## src/include/fastio_stamp.svh

```systemverilog
/* Build stamp word, overwritten by the build flow before each run */

`ifndef FASTIO_STAMP_SVH
`define FASTIO_STAMP_SVH

`define BUILD_STAMP 32'h0B1D_0001

`endif

```

## src/fastio_pkg.sv

```systemverilog
/*
 * Register map and shared types for the board I/O register block.
 * Word addressed, 32 slots; anything not listed here reads as zero.
 */

package fastio_pkg;

	//////////////////////////////
	// Widths and counts
	//////////////////////////////

	localparam int ADDR_W = 5;
	localparam int DATA_W = 32;
	localparam int PWM_W = 9;

	localparam int NUM_CLR = 4;
	localparam int NUM_EXT_INT = 6;
	// btn, sw, then the external sources
	localparam int NUM_INT = NUM_EXT_INT + 2;

	//////////////////////////////
	// Types
	//////////////////////////////

	typedef logic [ADDR_W-1:0] bus_addr_t;
	typedef logic [DATA_W-1:0] bus_data_t;

	// PWM duty value, also used for the phase
	typedef logic [PWM_W-1:0] pwm_t;

	// Red is the top bit, as on the board connector
	typedef struct packed {
		logic r;
		logic g;
		logic b;
	} rgb_t;

	//////////////////////////////
	// Register map
	//////////////////////////////

	localparam bus_addr_t REG_STAMP = 5'd0;
	localparam bus_addr_t REG_PIC = 5'd1;
	localparam bus_addr_t REG_PWR = 5'd3;
	localparam bus_addr_t REG_BTNSW = 5'd4;
	localparam bus_addr_t REG_LED = 5'd5;
	// Colour channel k sits at REG_CLR_BASE + k
	localparam bus_addr_t REG_CLR_BASE = 5'd8;

	// Red reset level per colour channel, dim to bright from the right
	localparam pwm_t CLR_RESET [NUM_CLR] = '{
		9'h003,
		9'h007,
		9'h00F,
		9'h01F
	};

endpackage

```

## src/fastio_bus_if.sv

```systemverilog
/*
 * Registered bus request shared by all register blocks.
 * req is a single-cycle pulse; the other fields are valid only with it.
 */

interface fastio_bus_if;
	import fastio_pkg::*;

	logic req;
	logic we;
	bus_addr_t addr;
	bus_data_t wdata;

	modport master (
		output req,
		output we,
		output addr,
		output wdata
	);

	modport slave (
		input req,
		input we,
		input addr,
		input wdata
	);

endinterface

```

## src/wb_front.sv

```systemverilog
/*
 * Wishbone classic slave, one transaction at a time, never stalls.
 * The master must hold cyc, stb, we, addr and data until ack.
 * Ack comes two edges after the request is first sampled.
 */

module wb_front (
	input logic i_clk,
	input logic i_rst_n,
	input logic i_wb_cyc,
	input logic i_wb_stb,
	input logic i_wb_we,
	input fastio_pkg::bus_addr_t i_wb_addr,
	input fastio_pkg::bus_data_t i_wb_data,
	output logic o_wb_ack,
	fastio_bus_if.master bus
);

	logic busy;
	logic accept;

	// A held stb must not be taken twice, so wait out the ack cycle
	assign accept = i_wb_cyc && i_wb_stb && !busy;

	always_ff @(posedge i_clk)
	begin
		if (!i_rst_n)
		begin
			busy <= 1'b0;
			bus.req <= 1'b0;
			o_wb_ack <= 1'b0;
		end
		else
		begin
			bus.req <= accept;
			// Read data is loaded with req, so ack follows one cycle later
			o_wb_ack <= bus.req;
			if (accept)
				busy <= 1'b1;
			else if (o_wb_ack)
				busy <= 1'b0;
		end
	end

	// Request payload
	always_ff @(posedge i_clk)
	begin
		if (accept)
		begin
			bus.we <= i_wb_we;
			bus.addr <= i_wb_addr;
			bus.wdata <= i_wb_data;
		end
	end

endmodule

```

## src/board_ctrl.sv

```systemverilog
/*
 * Power-on counter, board LEDs, and button and switch capture.
 * Buttons and switches are asynchronous and pass a 2-flop synchroniser.
 * The power counter saturates its top bit and keeps wrapping below it.
 */

module board_ctrl (
	input logic i_clk,
	input logic i_rst_n,
	input logic [3:0] i_sw,
	input logic [3:0] i_btn,
	fastio_bus_if.slave bus,
	output logic [3:0] o_led,
	output fastio_pkg::pwm_t o_phase,
	output fastio_pkg::bus_data_t o_pwr,
	output fastio_pkg::bus_data_t o_btnsw,
	output fastio_pkg::bus_data_t o_ledreg,
	output logic o_sw_int,
	output logic o_btn_int
);
	import fastio_pkg::*;

	bus_data_t pwr_count;
	logic [3:0] sw_meta, swnow, swlast, swcfg;
	logic [3:0] btn_meta, btnnow, btncfg, btnstate;
	logic [3:0] led_reg;
	logic wr_btnsw;
	logic wr_led;

	assign wr_btnsw = bus.req && bus.we && (bus.addr == REG_BTNSW);
	assign wr_led = bus.req && bus.we && (bus.addr == REG_LED);

	//////////////////////////////
	// Power counter
	//////////////////////////////

	always_ff @(posedge i_clk)
	begin
		if (!i_rst_n)
			pwr_count <= '0;
		else if (pwr_count[DATA_W-1])
			pwr_count[DATA_W-2:0] <= pwr_count[DATA_W-2:0] + 1'b1;
		else
			pwr_count <= pwr_count + 1'b1;
	end

	//////////////////////////////
	// Buttons and switches
	//////////////////////////////

	always_ff @(posedge i_clk)
	begin
		if (!i_rst_n)
		begin
			sw_meta <= '0;
			swnow <= '0;
			swlast <= '0;
			swcfg <= '0;
			btn_meta <= '0;
			btnnow <= '0;
			btncfg <= '0;
			btnstate <= '0;
			o_sw_int <= 1'b0;
			o_btn_int <= 1'b0;
		end
		else
		begin
			sw_meta <= i_sw;
			swnow <= sw_meta;
			swlast <= swnow;
			btn_meta <= i_btn;
			btnnow <= btn_meta;

			// Any change, or a switch selected in the config
			o_sw_int <= |((swnow ^ swlast) | swcfg);
			o_btn_int <= |(btnnow & btncfg);

			if (wr_btnsw)
			begin
				// Masked config update, mask in the low byte
				swcfg <= (bus.wdata[3:0] & bus.wdata[11:8]) | (~bus.wdata[3:0] & swcfg);
				btncfg <= (bus.wdata[7:4] & bus.wdata[15:12]) | (~bus.wdata[7:4] & btncfg);
				// Held buttons survive the clear
				btnstate <= btnnow | (btnstate & ~bus.wdata[7:4]);
			end
			else
				btnstate <= btnstate | btnnow;
		end
	end

	//////////////////////////////
	// LEDs
	//////////////////////////////

	always_ff @(posedge i_clk)
	begin
		if (!i_rst_n)
			led_reg <= '0;
		else if (wr_led)
			led_reg <= (bus.wdata[7:4] & bus.wdata[3:0]) | (~bus.wdata[7:4] & led_reg);
	end

	assign o_led = led_reg;
	assign o_ledreg = {28'h0, led_reg};
	assign o_pwr = pwr_count;
	// Phase for all colour channels
	assign o_phase = pwr_count[PWM_W-1:0];
	assign o_btnsw = {8'h00, btnnow, 4'h0, btncfg, swcfg, btnstate, swnow};

endmodule

```

## src/bus_pic.sv

```systemverilog
/*
 * Bus interrupt controller, level sources, write-one-to-clear pending.
 * A pending bit whose source is still high cannot be cleared.
 */

module bus_pic (
	input logic i_clk,
	input logic i_rst_n,
	input logic [fastio_pkg::NUM_INT-1:0] i_src,
	fastio_bus_if.slave bus,
	output fastio_pkg::bus_data_t o_picreg,
	output logic o_bus_int
);
	import fastio_pkg::*;

	logic [NUM_INT-1:0] pending;
	logic [NUM_INT-1:0] enable;
	logic [NUM_INT-1:0] clr_mask;
	logic gie;
	logic wr_pic;

	assign wr_pic = bus.req && bus.we && (bus.addr == REG_PIC);
	assign clr_mask = wr_pic ? bus.wdata[NUM_INT-1:0] : '0;

	always_ff @(posedge i_clk)
	begin
		if (!i_rst_n)
		begin
			pending <= '0;
			enable <= '0;
			gie <= 1'b0;
			o_bus_int <= 1'b0;
		end
		else
		begin
			// Sources win over the clear
			pending <= (pending & ~clr_mask) | i_src;
			// Bit 15 guards the enable fields
			if (wr_pic && bus.wdata[15])
			begin
				enable <= bus.wdata[23:16];
				gie <= bus.wdata[31];
			end
			o_bus_int <= gie && |(pending & enable);
		end
	end

	assign o_picreg = {gie, 7'h00, enable, 8'h00, pending};

endmodule

```

## src/clr_led_pwm.sv

```systemverilog
/*
 * One tri-colour LED channel with 9-bit PWM per colour.
 * The phase must count through all 512 values to give the set duty.
 */

module clr_led_pwm #(
	parameter int CHAN = 0
) (
	input logic i_clk,
	input logic i_rst_n,
	input fastio_pkg::pwm_t i_phase,
	fastio_bus_if.slave bus,
	output fastio_pkg::rgb_t o_rgb,
	output fastio_pkg::bus_data_t o_clrreg
);
	import fastio_pkg::*;

	pwm_t red, green, blue;
	logic wr_clr;

	assign wr_clr = bus.req && bus.we && (bus.addr == bus_addr_t'(REG_CLR_BASE + CHAN));

	always_ff @(posedge i_clk)
	begin
		if (!i_rst_n)
		begin
			red <= CLR_RESET[CHAN];
			green <= '0;
			blue <= '0;
		end
		else if (wr_clr)
		begin
			// Ninth bits packed in [26:24]
			red <= {bus.wdata[26], bus.wdata[23:16]};
			green <= {bus.wdata[25], bus.wdata[15:8]};
			blue <= {bus.wdata[24], bus.wdata[7:0]};
		end
	end

	// Output high while the phase is below the duty value
	always_ff @(posedge i_clk)
	begin
		if (!i_rst_n)
			o_rgb <= '0;
		else
		begin
			o_rgb.r <= (i_phase < red);
			o_rgb.g <= (i_phase < green);
			o_rgb.b <= (i_phase < blue);
		end
	end

	assign o_clrreg = {5'h00, red[8], green[8], blue[8], red[7:0], green[7:0], blue[7:0]};

endmodule

```

## src/fastio_rdmux.sv

```systemverilog
/*
 * Read data selection, loaded on every request and held until the next.
 * Loaded for writes too, the master ignores it then.
 */

`include "fastio_stamp.svh"

module fastio_rdmux (
	input logic i_clk,
	input logic i_rst_n,
	input fastio_pkg::bus_data_t i_pwr,
	input fastio_pkg::bus_data_t i_btnsw,
	input fastio_pkg::bus_data_t i_ledreg,
	input fastio_pkg::bus_data_t i_picreg,
	input fastio_pkg::bus_data_t i_clrreg [fastio_pkg::NUM_CLR],
	fastio_bus_if.slave bus,
	output fastio_pkg::bus_data_t o_wb_data
);
	import fastio_pkg::*;

	bus_data_t sel_word;

	always_comb
	begin
		sel_word = '0;
		case (bus.addr)
			REG_STAMP: sel_word = `BUILD_STAMP;
			REG_PIC: sel_word = i_picreg;
			REG_PWR: sel_word = i_pwr;
			REG_BTNSW: sel_word = i_btnsw;
			REG_LED: sel_word = i_ledreg;
			default:
			begin
				// Colour channels, zero for unmapped words
				for (int k = 0; k < NUM_CLR; k++)
				begin
					if (bus.addr == bus_addr_t'(REG_CLR_BASE + k))
						sel_word = i_clrreg[k];
				end
			end
		endcase
	end

	always_ff @(posedge i_clk)
	begin
		if (!i_rst_n)
			o_wb_data <= '0;
		else if (bus.req)
			o_wb_data <= sel_word;
	end

endmodule

```

## src/fastio_top.sv

```systemverilog
/*
 * Board I/O register block on a Wishbone classic slave port.
 * Single cycle transfers only, no stall and no error response.
 * i_sw, i_btn and i_ext_int may be asynchronous only for i_sw and i_btn.
 */

module fastio_top (
	input logic i_clk,
	input logic i_rst_n,
	// Wishbone classic slave
	input logic i_wb_cyc,
	input logic i_wb_stb,
	input logic i_wb_we,
	input fastio_pkg::bus_addr_t i_wb_addr,
	input fastio_pkg::bus_data_t i_wb_data,
	output logic o_wb_ack,
	output fastio_pkg::bus_data_t o_wb_data,
	// Board I/O
	input logic [3:0] i_sw,
	input logic [3:0] i_btn,
	input logic [fastio_pkg::NUM_EXT_INT-1:0] i_ext_int,
	output logic [3:0] o_led,
	output fastio_pkg::rgb_t o_clr_led [fastio_pkg::NUM_CLR],
	output logic o_bus_int
);
	import fastio_pkg::*;

	pwm_t phase;
	bus_data_t pwr_word;
	bus_data_t btnsw_word;
	bus_data_t led_word;
	bus_data_t pic_word;
	bus_data_t clr_word [NUM_CLR];
	logic sw_int;
	logic btn_int;

	fastio_bus_if bus ();

	wb_front u_front (
		.i_clk(i_clk),
		.i_rst_n(i_rst_n),
		.i_wb_cyc(i_wb_cyc),
		.i_wb_stb(i_wb_stb),
		.i_wb_we(i_wb_we),
		.i_wb_addr(i_wb_addr),
		.i_wb_data(i_wb_data),
		.o_wb_ack(o_wb_ack),
		.bus(bus.master)
	);

	board_ctrl u_board (
		.i_clk(i_clk),
		.i_rst_n(i_rst_n),
		.i_sw(i_sw),
		.i_btn(i_btn),
		.bus(bus.slave),
		.o_led(o_led),
		.o_phase(phase),
		.o_pwr(pwr_word),
		.o_btnsw(btnsw_word),
		.o_ledreg(led_word),
		.o_sw_int(sw_int),
		.o_btn_int(btn_int)
	);

	// Source order from bit 0: btn, sw, external
	bus_pic u_pic (
		.i_clk(i_clk),
		.i_rst_n(i_rst_n),
		.i_src({i_ext_int, sw_int, btn_int}),
		.bus(bus.slave),
		.o_picreg(pic_word),
		.o_bus_int(o_bus_int)
	);

	for (genvar k = 0; k < NUM_CLR; k++)
	begin : g_clr
		clr_led_pwm #(
			.CHAN(k)
		) u_clr (
			.i_clk(i_clk),
			.i_rst_n(i_rst_n),
			.i_phase(phase),
			.bus(bus.slave),
			.o_rgb(o_clr_led[k]),
			.o_clrreg(clr_word[k])
		);
	end

	fastio_rdmux u_rdmux (
		.i_clk(i_clk),
		.i_rst_n(i_rst_n),
		.i_pwr(pwr_word),
		.i_btnsw(btnsw_word),
		.i_ledreg(led_word),
		.i_picreg(pic_word),
		.i_clrreg(clr_word),
		.bus(bus.slave),
		.o_wb_data(o_wb_data)
	);

endmodule

```

## config.mk

```make
export PLATFORM = sky130hd
export DESIGN_NAME = fastio_top
export DESIGN_NICKNAME = d
export VERILOG_FILES = /design/src/fastio_pkg.sv /design/src/fastio_bus_if.sv /design/src/wb_front.sv /design/src/board_ctrl.sv /design/src/bus_pic.sv /design/src/clr_led_pwm.sv /design/src/fastio_rdmux.sv /design/src/fastio_top.sv
export VERILOG_INCLUDE_DIRS = /design/src /design/src/include
export SDC_FILE = /design/constraint.sdc
export NUM_CORES = 1
export LEC_CHECK = 0
export BUFFER_PORTS_ARGS = -buffer_cell sky130_fd_sc_hd__buf_2
export CAP_MARGIN = 20
export CORE_ASPECT_RATIO = 0.75
export CORE_UTILIZATION = 40
export CTS_BUF_LIST = sky130_fd_sc_hd__clkbuf_8 sky130_fd_sc_hd__clkbuf_16
export DETAILED_ROUTE_END_ITERATION = 10
export PLACE_DENSITY = 0.66
export SLEW_MARGIN = 40
export SYNTH_ARGS = -nofsm -noshare
export SYNTH_HDL_FRONTEND = slang
export SYNTH_HIERARCHICAL = 1
export SYNTH_SLANG_ARGS = --single-unit
```

## constraint.sdc

```tcl
create_clock -name i_clk -period 2.4 [get_ports i_clk]
set_input_delay 0.12 -clock i_clk [delete_from_list [all_inputs] [get_ports i_clk]]
set_output_delay 0.12 -clock i_clk [all_outputs]
set_load 0.01 [all_outputs]
```

Word level (Yosys, flattened, before mapping)
Index checks and enable logic that the tools add are counted.
Cells by class
  add/sub/neg operators: 2
  $lt $le $gt $ge: 12
  equality and inequality tests: 8
  muxes and demuxes: 11
  bitwise gates (word level): 21
  reductions and logical operators: 18
Operators by type and width (number)
  case mux 32 bit (5 select lines): 1
  < comparator 9 bit: 12
  2-to-1 mux 27 bit: 4
  adder 32 x 1 -> 32 bit, second input constant: 1
  AND 4 bit: 8
  adder 31 x 1 -> 31 bit, second input constant: 1
  2-to-1 mux 31 bit: 1
  bitwise OR 4 bit: 6
  == test 5 x 4 -> 1 bit, second input constant: 4
  AND 8 bit: 2
  logical AND 1 bit: 12
  == test 5 x 3 -> 1 bit, second input constant: 2
  2-to-1 mux 8 bit: 1
  inverter 4 bit: 2
  inverter 8 bit: 1
  bitwise OR 8 bit: 1
  OR reduction 4 bit: 2
  OR reduction 8 bit: 1
  == test 5 x 1 -> 1 bit, second input constant: 1
  == test 5 x 2 -> 1 bit, second input constant: 1
  zero test 5 bit: 1
  2-to-1 mux 4 bit: 1
  XOR 4 bit: 1
  2-to-1 mux 1 bit: 3
  2 further kinds: 2
Word-level totals
  register bits after elaboration: 281
  input bits: 56
  output and inout port bits: 50
  logic and storage cells: 119

Longest topological paths before layout
  word-level depth: 6
  depth in mapped cells: 7
  mapped depth without buffers: 5

Cells and area by module
Netlist, hierarchy kept.
Modules (own cells, without submodules)
  fastio_rdmux: times used 1, cells each 415, area an instance 3271.9 sq um
  board_ctrl: times used 1, cells each 355, area an instance 3234.4 sq um
  clr_led_pwm (g_clr[2].u_clr): times used 1, cells each 222, area an instance 1861.8 sq um
  clr_led_pwm (g_clr[1].u_clr): times used 1, cells each 222, area an instance 1860.5 sq um
  clr_led_pwm (g_clr[3].u_clr): times used 1, cells each 221, area an instance 1793.0 sq um
  clr_led_pwm (g_clr[0].u_clr): times used 1, cells each 221, area an instance 1784.2 sq um
  wb_front: times used 1, cells each 46, area an instance 1238.7 sq um
  bus_pic: times used 1, cells each 100, area an instance 882.1 sq um

Least setup slack after synthesis
No wires, ideal clock.
  kind: reg2reg
  start point: register u_board.pwr_count[7] (netlist: u_board/o_pwr[7])
  end point: register u_board.pwr_count[25] (netlist: u_board/o_pwr[25])
  arrival: 2165 ps
  setup slack: 103 ps
  stages on the path, launching flop included: 7
  clock period less this slack: 2297 ps
  path through: dfxtp_1 nand4_2 or4_4 clkbuf_1 clkbuf_1 o31ai_1 a21oi_1
Between the ends
  cells in the longest elaborated chain, start to end: 2
  elaborated cells on any way between the ends: 3
  those cells by class: 2 x add/sub; 1 x mux
RTL lines
  start, declared: RTL line board_ctrl.sv:23  | bus_data_t pwr_count;
  start signal, assigned by index: RTL line board_ctrl.sv:42  | pwr_count[DATA_W-2:0] <= pwr_count[DATA_W-2:0] + 1'b1;
  start signal, assigned: RTL line board_ctrl.sv:44  | pwr_count <= pwr_count + 1'b1;
  adder 32 x 1 -> 32 bit or adder 31 x 1 -> 31 bit (tied branches): RTL line board_ctrl.sv:44, board_ctrl.sv:42
  2-to-1 mux 31 bit *: RTL line board_ctrl.sv:41  | else if (pwr_count[DATA_W-1])
Mark *: on every way between the ends. The rest lies on a longest branch, timed or not.
A chain may end at the register's enable or synchronous reset.

Worst setup path after layout
  start point: register u_front.bus.addr[3]
  end point: register u_rdmux.o_wb_data[24]
Between the ends
  cells in the longest elaborated chain, start to end: 6
  elaborated cells on any way between the ends: 14
  those cells by class: 8 x eq/ne; 5 x mux; 1 x reduce/logical
RTL lines
  start, declared: RTL line fastio_bus_if.sv:17  | output addr,
  start signal, assigned: RTL line wb_front.sv:51  | bus.addr <= i_wb_addr;
  == test 5 x 4 -> 1 bit: RTL line fastio_rdmux.sv:37  | if (bus.addr == bus_addr_t'(REG_CLR_BASE + k))
  2-to-1 mux 27 bit (4 in a row): RTL line fastio_rdmux.sv:37
  case mux 32 bit (5 select lines) *: RTL line fastio_rdmux.sv:26  | case (bus.addr)
  end signal, assigned: RTL line fastio_rdmux.sv:49  | o_wb_data <= sel_word;
  end, declared: RTL line fastio_rdmux.sv:17  | output fastio_pkg::bus_data_t o_wb_data
Marks and branches as above.

==> flow_summary.ini <==
[die]
start_util = 0.409
die_w_um = 232
ioPinCount = 106
dieArea_um2 = 40300
die_h_um = 174
core_um2 = 38600
rows = 62

[setup_path]
crit_fanout = 23
path_common_cell = a21oi_1
crit_required_ns = 2.91
cp_top_family = compound AO/OA/AOI/OAI gates
cp-start-kind = flop
end_kind = flop
cp_cell_sequence = buf_4, nand4bb_1, o221ai_1, a21oi_1, a21oi_1
slowest_stage = o221ai_1
arrival_ns = 2.78
slowest_delay_ns = 0.60
ff2ff_path_depth = 5
critical_path_depth = 5
worstSetupPathType = flop to flop
r2r_start = u_front/bus.addr[3]$_DFFE_PP_
critical_path_buf_inv_count = 1
cp-startpoint = u_front/bus.addr[3]$_DFFE_PP_

[clock_network]
insertion_delay_ns = 0.58
cts.path.max_buffers = 3
cts_root_buffer = clkbuf_16
path_clk_slew_ns = 0.07
cts_setup_buffers = 0
cts_tree = yes
numCtsBuffers = 29
h-tree-depth = 1
cts_num_sinks = 277

[global_routing]
grt_max_degree = 47
grt_usage = 0.260
grt_pass1_vias = 13200
grt.overflow.total = 0
antenna_found_initial = 2
grt_pass1_wl_um = 80800

[layout]
area_delta_synth_final_pct = 13.4
antenna_cells = 0
drive_gt1_frac = 0.138
layout_commonest_cell = dfxtp_1
final_cell_mix = dfxtp_1, o21ai_0, a21oi_1
final_cell_area_um2 = 17900
final_nets = 2078
fill_cells = 3775

[routing]
drtIter0Drc = 2004
drt_pass1_iterations = 6
vias = 14500
drcViolationCount = 0
finalWirelength_um = 53300
wl_per_cell_um = 21.7
ant_nets = 0
vias_per_cell = 5.88

[placement]
placedInstanceArea_um2 = 16500
gp_congestion = 0.950
port_buffers = 101
dp_hpwl_um = 37300

[power]
p_leak_uw = 0.00691
ir_worst_vdd_mv = 0.475
p_per_area_nw_per_um2 = 591

[worst_hold_path]
hold_path_class = input pin to flop
hold_depth = 2
worstHoldStart = i_wb_data[6]

[outcome]
run_status = finished clean

[timing]
relSlewSlack = 0.559
final_max_slew_viol_count = 0
clock.fmax_ghz = 0.440
layout_min_cycle_time_ns = 2.27
post-route-period-util = 0.946
hold_viol = 0
tightest_slew_ns = 0.661
tns_ns = 0
fin_skew_ns = 0.0118
rsz0062_at_grt = false
setup_viol = 0

[synthesis]
netlist_area_um2 = 15800
synth_warnings = 6
syn_avg_cell_area_um2 = 8.79
syn_inst = 1798

[job]
cap_violations = 0
sequential cells by signal, summed over array words and instances, names as in the netlist, 4 cells and up, named ones only:
signal and cells:
g_clr.u_clr/blue 36, g_clr.u_clr/green 36, g_clr.u_clr/o_rgb 12, g_clr.u_clr/red 36, u_board/btn_meta 4, u_board/btnnow 4, u_board/btnstate 4, u_board/o_pwr 32
u_board/sw_meta 4, u_board/swlast 4, u_board/swnow 4, u_front/bus.addr 5, u_front/bus.wdata 28, u_pic/enable 8, u_pic/pending 8, u_rdmux/o_wb_data 32
metrics by stage:
stage / instances / total power, uW / util / setup slack, ns / hold slack (ns)
floorplan: 1867 / 5580 / - / 0.103 / 0.192
global placement: 2356 / 5870 / 0.426 / 0.256 / 0.297
detailed placement: 2356 / 5880 / 0.426 / 0.238 / 0.298
CTS: 2458 / 10600 / 0.464 / 0.197 / 0.230
global route: 2458 / 11000 / 0.464 / 0.0590 / 0.241
finish: 2458 / 10600 / 0.464 / 0.130 / 0.250
per-layer routing:
layer | global-route usage | vias to the layer above | part of all wire
met3 | 0.0569 | 112 | 0.11
met2 | 0.375 | 826 | 0.41
met5 | 0 | - | 0.00036
met4 | 0.0732 | 2 | 0.029
li1 | - | 6628 | -
met1 | 0.384 | 6883 | 0.45
where the power goes:
part	internal, uW	switching [uW]	total, uW
Clock	2750	1980	4730
Combinational	374	564	938
Sequential	4810	130	4940
Total	7930	2680	10600
final cells by class:
type,count,area (um2),area share
Inverter,131,492,0.0274
Sequential cell,277,5890,0.328
Clock inverter,21,203,0.0113
Multi-Input combinational cell,1254,8250,0.460
Clock buffer,32,778,0.0434
Tap cell,512,641,0.0357
Timing Repair Buffer,231,1680,0.0938
final timing paths:
check | endpoint | slack [ns]
max | u_rdmux/o_wb_data[24]$_SDFFE_PN0P_ | 0.13
min | u_front/bus.wdata[6]$_DFFE_PP_ | 0.25
max reg2reg | u_rdmux/o_wb_data[24]$_SDFFE_PN0P_ | 0.13
min reg2reg | u_board/swnow[0]$_SDFF_PN0_ | 0.43
repair_timing:
item	4_1_cts	5_1_grt
hold buffers	49	0
endpoints found under the hold margin	51	0
resized for setup	0	0
Note: power is estimated with default switching activity, not from simulation.
